### src/include/systolic_macros.svh
`ifndef SYSTOLIC_MACROS_SVH
`define SYSTOLIC_MACROS_SVH

// matrix dimension, also the grid size
`define MM_SIZE 4

// signed operand and result width
`define MM_DWIDTH 8

// accumulator width, wide enough for four full-scale products
`define MM_ACCW 18

// operand flop, product register, accumulator
`define MM_MAC_STAGES 3

`endif

### src/systolic_pkg.sv
`include "systolic_macros.svh"

package systolic_pkg;

    // clamp a wide signed sum into the signed result range
    function automatic logic [`MM_DWIDTH-1:0] sat_down(input logic signed [`MM_ACCW-1:0] v);
        logic signed [`MM_ACCW-1:0] hi;
        logic signed [`MM_ACCW-1:0] lo;
        hi = `MM_ACCW'(2 ** (`MM_DWIDTH - 1) - 1);
        lo = -hi - 1;
        if (v > hi)
            return {1'b0, {(`MM_DWIDTH-1){1'b1}}};
        if (v < lo)
            return {1'b1, {(`MM_DWIDTH-1){1'b0}}};
        return v[`MM_DWIDTH-1:0];
    endfunction

    // cycles from the last accepted beat until the far corner cell has summed it
    function automatic int flush_cycles();
        return 1 + (`MM_SIZE - 1) + 2 * (`MM_SIZE - 1) + `MM_MAC_STAGES;
    endfunction

endpackage

### src/operand_skew.sv
`timescale 1ns/1ps
`include "systolic_macros.svh"

module operand_skew (
    input  logic                            clk,
    input  logic                            reset,
    input  logic                            i_valid,
    input  logic [`MM_SIZE*`MM_DWIDTH-1:0]  i_a_col,
    input  logic [`MM_SIZE*`MM_DWIDTH-1:0]  i_b_row,
    output logic [`MM_SIZE*`MM_DWIDTH-1:0]  o_a_lanes,
    output logic [`MM_SIZE*`MM_DWIDTH-1:0]  o_b_lanes
);
    import systolic_pkg::*;

    localparam int DW        = `MM_DWIDTH;
    localparam int FLUSH_LEN = flush_cycles();

    logic [`MM_SIZE*DW-1:0] a_q;  // beat register, zero between beats
    logic [`MM_SIZE*DW-1:0] b_q;

    always_ff @(posedge clk) begin
        if (reset || !i_valid) begin
            a_q <= '0;
            b_q <= '0;
        end else begin
            a_q <= i_a_col;
            b_q <= i_b_row;
        end
    end

    // lane k waits k extra cycles so A[r][k] and B[k][c] meet in cell (r,c)
    for (genvar k = 0; k < `MM_SIZE; k++) begin : g_lane
        if (k == 0) begin : g_direct
            assign o_a_lanes[k*DW +: DW] = a_q[k*DW +: DW];
            assign o_b_lanes[k*DW +: DW] = b_q[k*DW +: DW];
        end else begin : g_delay
            logic [DW-1:0] a_sr [k];
            logic [DW-1:0] b_sr [k];

            always_ff @(posedge clk) begin
                if (reset) begin
                    for (int i = 0; i < k; i++) begin
                        a_sr[i] <= '0;
                        b_sr[i] <= '0;
                    end
                end else begin
                    a_sr[0] <= a_q[k*DW +: DW];
                    b_sr[0] <= b_q[k*DW +: DW];
                    for (int i = 1; i < k; i++) begin
                        a_sr[i] <= a_sr[i-1];
                        b_sr[i] <= b_sr[i-1];
                    end
                end
            end

            assign o_a_lanes[k*DW +: DW] = a_sr[k-1];
            assign o_b_lanes[k*DW +: DW] = b_sr[k-1];
        end
    end

    // a beat must be clean, and the lanes stay clean while it drains through the grid
    a_beat_known: assert property (@(posedge clk) disable iff (reset)
        i_valid |-> !$isunknown({i_a_col, i_b_row})
            ##1 !$isunknown({o_a_lanes, o_b_lanes}) [*FLUSH_LEN]);

endmodule

### src/processing_element.sv
`timescale 1ns/1ps
`include "systolic_macros.svh"

module processing_element (
    input  logic                   clk,
    input  logic                   reset,
    input  logic                   i_clear,
    input  logic [`MM_DWIDTH-1:0]  i_a,
    input  logic [`MM_DWIDTH-1:0]  i_b,
    output logic [`MM_DWIDTH-1:0]  o_a,
    output logic [`MM_DWIDTH-1:0]  o_b,
    output logic [`MM_DWIDTH-1:0]  o_c
);
    import systolic_pkg::*;

    logic signed [`MM_DWIDTH-1:0]   a_f;  // operand flops
    logic signed [`MM_DWIDTH-1:0]   b_f;
    logic signed [2*`MM_DWIDTH-1:0] prod;
    logic signed [`MM_ACCW-1:0]     acc;

    // east and south forwarding, one cycle per hop
    always_ff @(posedge clk) begin
        if (reset) begin
            o_a <= '0;
            o_b <= '0;
        end else begin
            o_a <= i_a;
            o_b <= i_b;
        end
    end

    // three-stage mac: flop operands, register the product, accumulate
    always_ff @(posedge clk) begin
        if (reset) begin
            a_f  <= '0;
            b_f  <= '0;
            prod <= '0;
            acc  <= '0;
        end else begin
            a_f  <= i_a;
            b_f  <= i_b;
            prod <= a_f * b_f;  // full 16-bit signed product
            if (i_clear)
                acc <= '0;
            else
                acc <= acc + `MM_ACCW'(prod);
        end
    end

    assign o_c = sat_down(acc);

    // a clear must win over any product still in flight
    a_clear_zero: assert property (@(posedge clk) disable iff (reset)
        i_clear |=> (acc == '0));

endmodule

### src/systolic_array.sv
`timescale 1ns/1ps
`include "systolic_macros.svh"

module systolic_array (
    input  logic                                     clk,
    input  logic                                     reset,
    input  logic                                     i_clear,
    input  logic [`MM_SIZE*`MM_DWIDTH-1:0]           i_a_lanes,
    input  logic [`MM_SIZE*`MM_DWIDTH-1:0]           i_b_lanes,
    output logic [`MM_SIZE*`MM_SIZE*`MM_DWIDTH-1:0]  o_c_grid
);
    localparam int N  = `MM_SIZE;
    localparam int DW = `MM_DWIDTH;

    // a_h[r][c] enters cell (r,c) from the west, b_v[r][c] from the north
    logic [DW-1:0] a_h [N][N+1];
    logic [DW-1:0] b_v [N+1][N];

    for (genvar k = 0; k < N; k++) begin : g_edge
        assign a_h[k][0] = i_a_lanes[k*DW +: DW];  // row k of A lanes
        assign b_v[0][k] = i_b_lanes[k*DW +: DW];  // column k of B lanes
    end

    for (genvar r = 0; r < N; r++) begin : g_row
        for (genvar c = 0; c < N; c++) begin : g_col
            processing_element pe_i (
                .clk     (clk),
                .reset   (reset),
                .i_clear (i_clear),
                .i_a     (a_h[r][c]),
                .i_b     (b_v[r][c]),
                .o_a     (a_h[r][c+1]),
                .o_b     (b_v[r+1][c]),
                .o_c     (o_c_grid[(r*N + c)*DW +: DW])  // row-major, row 0 in low bits
            );
        end
    end

endmodule

### src/result_drain.sv
`timescale 1ns/1ps
`include "systolic_macros.svh"

module result_drain (
    input  logic                                     clk,
    input  logic                                     reset,
    input  logic                                     i_start,
    input  logic                                     i_valid,
    input  logic [`MM_SIZE*`MM_SIZE*`MM_DWIDTH-1:0]  i_c_grid,
    output logic                                     o_clear,
    output logic                                     o_busy,
    output logic                                     o_row_valid,
    output logic [`MM_SIZE*`MM_DWIDTH-1:0]           o_row,
    output logic [$clog2(`MM_SIZE)-1:0]              o_row_idx
);
    import systolic_pkg::*;

    localparam int ROW_W     = `MM_SIZE * `MM_DWIDTH;
    localparam int IDXW      = $clog2(`MM_SIZE);
    localparam int FLUSH_LEN = flush_cycles();
    localparam int FCW       = $clog2(FLUSH_LEN + 1);

    localparam logic [1:0] ST_IDLE  = 2'd0;
    localparam logic [1:0] ST_LOAD  = 2'd1;
    localparam logic [1:0] ST_FLUSH = 2'd2;
    localparam logic [1:0] ST_DRAIN = 2'd3;

    logic [1:0]            state;
    logic [IDXW-1:0]       beat_cnt;
    logic [FCW-1:0]        flush_cnt;
    logic                  capture;
    logic [`MM_SIZE*ROW_W-1:0] c_hold;  // captured grid, row 0 in low bits

    assign o_clear = i_start && (state == ST_IDLE);  // start is ignored while busy
    assign o_busy  = (state != ST_IDLE);
    assign capture = (state == ST_FLUSH) && (flush_cnt == FCW'(FLUSH_LEN));
    assign o_row   = c_hold[ROW_W-1:0];

    always_ff @(posedge clk) begin
        if (reset) begin
            state       <= ST_IDLE;
            beat_cnt    <= '0;
            flush_cnt   <= '0;
            o_row_valid <= 1'b0;
            o_row_idx   <= '0;
        end else begin
            case (state)
                ST_IDLE: if (o_clear) begin
                    state    <= ST_LOAD;
                    beat_cnt <= '0;  // beats count from the cycle after start
                end
                ST_LOAD: if (i_valid) begin
                    beat_cnt <= beat_cnt + 1'b1;
                    if (beat_cnt == IDXW'(`MM_SIZE - 1)) begin
                        state     <= ST_FLUSH;
                        flush_cnt <= '0;
                    end
                end
                ST_FLUSH: begin
                    flush_cnt <= flush_cnt + 1'b1;
                    if (capture) begin
                        state       <= ST_DRAIN;
                        o_row_valid <= 1'b1;
                        o_row_idx   <= '0;
                    end
                end
                default: begin  // drain, one row per cycle
                    o_row_idx <= o_row_idx + 1'b1;
                    if (o_row_idx == IDXW'(`MM_SIZE - 1)) begin
                        state       <= ST_IDLE;
                        o_row_valid <= 1'b0;
                    end
                end
            endcase
        end
    end

    always_ff @(posedge clk) begin
        if (capture)
            c_hold <= i_c_grid;
        else if (state == ST_DRAIN)
            c_hold <= c_hold >> ROW_W;  // next row into the low bits
    end

    a_row_in_job: assert property (@(posedge clk) disable iff (reset)
        o_row_valid |-> o_busy);

    // a job streams exactly MM_SIZE rows, back to back
    a_row_limit: assert property (@(posedge clk) disable iff (reset)
        $rose(o_row_valid) |-> o_row_valid [*`MM_SIZE] ##1 !o_row_valid);

endmodule

### src/matmul_top.sv
`timescale 1ns/1ps
`include "systolic_macros.svh"

module matmul_top (
    input  logic                            clk,
    input  logic                            reset,
    input  logic                            i_start,
    input  logic                            i_valid,
    input  logic [`MM_SIZE*`MM_DWIDTH-1:0]  i_a_col,
    input  logic [`MM_SIZE*`MM_DWIDTH-1:0]  i_b_row,
    output logic                            o_busy,
    output logic                            o_row_valid,
    output logic [`MM_SIZE*`MM_DWIDTH-1:0]  o_row,
    output logic [$clog2(`MM_SIZE)-1:0]     o_row_idx
);
    logic [`MM_SIZE*`MM_DWIDTH-1:0]          a_lanes;
    logic [`MM_SIZE*`MM_DWIDTH-1:0]          b_lanes;
    logic [`MM_SIZE*`MM_SIZE*`MM_DWIDTH-1:0] c_grid;
    logic                                    clear;

    operand_skew skew_i (
        .clk       (clk),
        .reset     (reset),
        .i_valid   (i_valid),
        .i_a_col   (i_a_col),
        .i_b_row   (i_b_row),
        .o_a_lanes (a_lanes),
        .o_b_lanes (b_lanes)
    );

    systolic_array array_i (
        .clk       (clk),
        .reset     (reset),
        .i_clear   (clear),
        .i_a_lanes (a_lanes),
        .i_b_lanes (b_lanes),
        .o_c_grid  (c_grid)
    );

    result_drain drain_i (
        .clk         (clk),
        .reset       (reset),
        .i_start     (i_start),
        .i_valid     (i_valid),
        .i_c_grid    (c_grid),
        .o_clear     (clear),
        .o_busy      (o_busy),
        .o_row_valid (o_row_valid),
        .o_row       (o_row),
        .o_row_idx   (o_row_idx)
    );

endmodule

### config.mk
export PLATFORM = sky130hd
export DESIGN_NAME = matmul_top
export DESIGN_NICKNAME = d
export VERILOG_FILES = /design/src/systolic_pkg.sv /design/src/operand_skew.sv /design/src/processing_element.sv /design/src/systolic_array.sv /design/src/result_drain.sv /design/src/matmul_top.sv
export VERILOG_INCLUDE_DIRS = /design/src /design/src/include
export SDC_FILE = /design/constraint.sdc
export NUM_CORES = 2
export LEC_CHECK = 0
export ABC_CLOCK_PERIOD_IN_PS = 5000
export BUFFER_PORTS_ARGS = -buffer_cell sky130_fd_sc_hd__buf_2
export CAP_MARGIN = 25
export CORE_MARGIN = 2
export CORE_UTILIZATION = 25
export DETAILED_ROUTE_END_ITERATION = 8
export PLACE_DENSITY = 0.37
export SLEW_MARGIN = 15
export SYNTH_ARGS = -nofsm -noshare
export SYNTH_HDL_FRONTEND = slang
export SYNTH_SLANG_ARGS = --single-unit
### constraint.sdc
create_clock -name clk -period 5 [get_ports clk]
set_clock_uncertainty 0.15 [all_clocks]
set_input_delay 0.75 -clock clk [delete_from_list [all_inputs] [get_ports clk]]
set_output_delay 0.75 -clock clk [all_outputs]
set_load 0.02 [all_outputs]
==> flow_metrics.env <==
export IMPL_die_area_sq_um=335000
export IMPL_max_freq_ghz=0.212
export IMPL_setup_violations=0
export IMPL_initial_utilization_pct=25.1
export IMPL_root_buffer="clkbuf_16"
export IMPL_irDropWorstVdd_v=0.000202
export IMPL_grt_pass1_vias=60800
export IMPL_final_cell_area_sq_um=94300
export IMPL_avgSynthCellArea_sq_um=9.40
export IMPL_tightest_slew_ns=1.03
export IMPL_yosysSeqAreaShare_pct=28.2
export IMPL_fillers=34900
export IMPL_critPathCaptureType="flip-flop"
export IMPL_synth_distinct_cells=76
export IMPL_min_period_over_period_pct=94.3
export IMPL_path_buf_inv=4
export IMPL_via_per_inst=4.16
export IMPL_grt_max_degree=113
export IMPL_synth_async_reset_ratio_pct=0
export IMPL_crit_chain="and2_1, fa_1, inv_1, fa_1, inv_1, fa_1, inv_1, fa_1, inv_1, ha_1, o21ai_0, a21oi_1, o21ai_0, a21oi_1, a31oi_1, xor2_1, nor2_1"
export IMPL_seqCellArea_sq_um=23300
export IMPL_finalCriticalPeriod_ns=4.71
export IMPL_p_leak_uw=0.0434
export IMPL_ys_warn_count=0
export IMPL_p_sw_share_pct=24.3
export IMPL_slowest_delay_ns=0.53
export IMPL_ys_ff_latch=1099
export IMPL_slowest_stage="fa_1"
export IMPL_p_int_uw=16200
export IMPL_firstDrtPassIters=5
export IMPL_drive_gt1_share_pct=5.47
export IMPL_min_from="i_b_row[9]"
export IMPL_timing_rr_end="array_i.g_row[2].g_col[1].pe_i.prod[14]$_SDFF_PP0_"
export IMPL_multi_input_area_sq_um=53300
export IMPL_slew_violations=0
export IMPL_path_class="flip-flop to flip-flop"
export IMPL_required_ns=5.55
export IMPL_maxSlewHeadroom_pct=31.1
export IMPL_fin_cells=13500
export IMPL_pwr_share_comb_pct=5.1
export IMPL_holdCritPathClass="primary input to flip-flop"
export IMPL_finalHoldViolCount=0
export IMPL_crit_family="adder cells"
export IMPL_hold_end="skew_i.b_q[9]$_SDFF_PP0_"
export IMPL_synth_edf_count=128
export IMPL_overflow=0
export IMPL_postCtsSetupBuffers=0
export IMPL_ant_nets=0
export IMPL_vias=56100
export IMPL_r2r_start="array_i.g_row[2].g_col[1].pe_i.a_f[4]$_SDFF_PP0_"
export IMPL_hold_slack_ns=0.0870
export IMPL_portBuffers=103
export IMPL_clk_latency_ns=0.84
export IMPL_rr_worst_depth=17
export IMPL_dp_cells=13200
export IMPL_p_switching_uw=5190
export IMPL_rsz0062_at_grt="true"
export IMPL_critical_path_arrival_ns=5.27
export IMPL_dpl_cell_area_sq_um=88500
export IMPL_rows=211
export IMPL_cts_tree="done"
export IMPL_final_common_cell="inv_1"
export IMPL_drc=0
export IMPL_final_cell_mix="1397 x inv_1, 951 x dfxtp_1, 894 x fa_1, 775 x and2_1, 744 x ha_1"
export IMPL_clk_pin_slew_ns=0.06
export IMPL_synth_flop_cell="dfxtp_1"
export IMPL_power_uw=21400
export IMPL_drt_iter0_markers=1906
export IMPL_maxCapViolations=0
export IMPL_io_pin_count=104
export IMPL_syn_inst=8780
export IMPL_clock_sinks=1099
export IMPL_mappedNetlistArea_sq_um=82600
export IMPL_cp_max_fo=9
export IMPL_cp_depth=17
export IMPL_startpoint_type="flip-flop"
export IMPL_antenna_found_initial=9
export IMPL_hpwl_microns=159000
export IMPL_track_usage_pct=12.2
export IMPL_die_y_microns=579
export IMPL_syn_nets=10500
export IMPL_power_density_nw_per_um2=227
export IMPL_routed_wl_microns=201000
export IMPL_seqPwrFrac_pct=42.9
export IMPL_die_x_microns=579
export IMPL_cts_buffers=152
export IMPL_hold_depth=2
export IMPL_grt_first_pass_wirelength_microns=331000
export IMPL_status="finished, final reports clean"
export IMPL_layout_nets=10700
export IMPL_gp_congestion=0.782
export IMPL_post_drt_wl_per_cell_microns=14.9
export IMPL_clk_path_buf_depth=4
export IMPL_syn2layout_area_growth_pct=14.2
export IMPL_coreArea_sq_um=329000
export IMPL_h_tree_depth=4
export IMPL_r2r_slack_ns=0.29
export IMPL_clkPwrFrac_pct=52.0
[stage by stage]
stage | TNS (ns) | setup WS, ns | utilization [%]
after detailed placement | 0 | 0.182 | 26.9
after global placement | 0 | 0.0720 | 26.9
after global routing | -0.0345 | -0.0334 | 28.6
after CTS | 0 | 0.181 | 28.6
final | 0 | 0.285 | 28.6
after floorplan | 0 | 0.331 | -
[power by group through the flow]
stage               Sequential [uW]  Clock, uW  Combinational [uW]
floorplan                      9330          0                 652
global placement               9360          0                1100
detailed placement             9360          0                1100
CTS                            9170      11600                1140
global route                   9180      11900                1230
finish                         9170      11100                1080
[worst max-delay path by stage]
stage	start	end	slack [ns]
detailed placement	array_i.g_row[3].g_col[0].pe_i.a_f[2]$_SDFF_PP0_	array_i.g_row[3].g_col[0].pe_i.prod[14]$_SDFF_PP0_	0.18
global placement	array_i.g_row[3].g_col[0].pe_i.a_f[2]$_SDFF_PP0_	array_i.g_row[3].g_col[0].pe_i.prod[14]$_SDFF_PP0_	0.07
finish	array_i.g_row[2].g_col[1].pe_i.a_f[4]$_SDFF_PP0_	array_i.g_row[2].g_col[1].pe_i.prod[14]$_SDFF_PP0_	0.29
global route	array_i.g_row[3].g_col[0].pe_i.b_f[3]$_SDFF_PP0_	array_i.g_row[3].g_col[0].pe_i.prod[14]$_SDFF_PP0_	-0.03
CTS	array_i.g_row[3].g_col[0].pe_i.a_f[2]$_SDFF_PP0_	array_i.g_row[3].g_col[0].pe_i.prod[14]$_SDFF_PP0_	0.18
floorplan	drain_i.state[0]$_SDFFE_PP0P_	drain_i.c_hold[0]$_DFFE_PP_	0.33
[Yosys cell counts (all sizes together) (39+ instances only)]
library cell / instances / area, sq um
inv: 1397 / 5240
a31oi: 84 / 532
ha: 744 / 9310
nor2b: 574 / 3590
nand2: 537 / 2020
and2: 775 / 4850
clkbuf: 122 / 458
xor2: 130 / 1140
a21oi: 267 / 1340
nor3: 163 / 816
xnor2: 281 / 2460
fa: 896 / 17900
edfxtp: 128 / 3840
nor4: 40 / 250
o21ai: 260 / 1300
o21a: 39 / 293
buf: 47 / 297
a21o: 171 / 1280
nand3: 42 / 210
nand2b: 89 / 557
dfxtp: 971 / 19400
nand4: 49 / 307
o31ai: 39 / 298
nor2: 634 / 2380
[cell type report]
type,instances,share of cell area [%]
repair buffers,237,1.94
flip-flops and latches,1099,24.7
multi-input cells,6115,56.6
diodes,5,0.0133
clock inverters,55,0.699
clock buffers,216,4.68
inverters,1397,5.56
well taps,4366,5.79
[cells by family (layout without fill, tap and decap cells)]
group	Yosys count	in the layout	share of synthesized area, %
xor+xnor	411	411	4.36
fa+ha+maj	1640	1640	33.0
flops	1099	1099	28.2
buf+inv	1566	1905	7.26
compound gates	1021	1021	7.76
simple gates	3021	3021	19.1
mux	22	22	0.289
other cells	0	5	0
[layer usage]
| layer | vias to the layer above | wire [microns] | global-route usage (%) | part of all wire (%) |
|---|---|---|---|---|
| met3 | 228 | 5450 | 1.40 | 2.7 |
| met2 | 507 | 95200 | 21.1 | 47 |
| met1 | 27100 | 96000 | 16.2 | 48 |
| met5 | - | 0 | 0 | 0 |
| met4 | 0 | 4410 | 2.98 | 2.2 |
| li1 | 28300 | - | - | - |
[flip-flops by register name, summed over array words and instances (netlist names)]
name and cells:
array_i.g_row.g_col.pe_i.prod 256, drain_i.o_row_idx 2, drain_i.beat_cnt 2, skew_i.g_lane.g_delay.a_sr 48
array_i.g_row.g_col.pe_i.o_a 24, array_i.g_row.g_col.pe_i.a_f 104, array_i.g_row.g_col.pe_i.o_b 8, skew_i.b_q 32
drain_i.flush_cnt 4, skew_i.a_q 32, drain_i.o_row_valid 1, skew_i.g_lane.g_delay.b_sr 48
drain_i.c_hold 128, drain_i.state 2, array_i.g_row.g_col.pe_i.b_f 120, array_i.g_row.g_col.pe_i.acc 288
[what timing repair did]
| action | in CTS | in global routing |
|---|---|---|
| hold endpoints to repair | 63 | 0 |
| setup endpoints to repair | 0 | 13 |
| hold buffers | 63 | 0 |
| gates resized for setup | 0 | 26 |
[worst register-to-register path, delay by kind of cell (launching register included)]
| family | cells | cell delay (ns) |
|---|---|---|
| AOI/OAI and AO/OA | 5 | 0.90 |
| adders and majority gates | 5 | 2.37 |
| DFF | 1 | 0.46 |
| buffers and inverters | 4 | 0.20 |
| and+or+nand+nor | 2 | 0.30 |
| xor gates and xnor gates | 1 | 0.17 |
No activity file was read; power rests on OpenSTA's default activity.
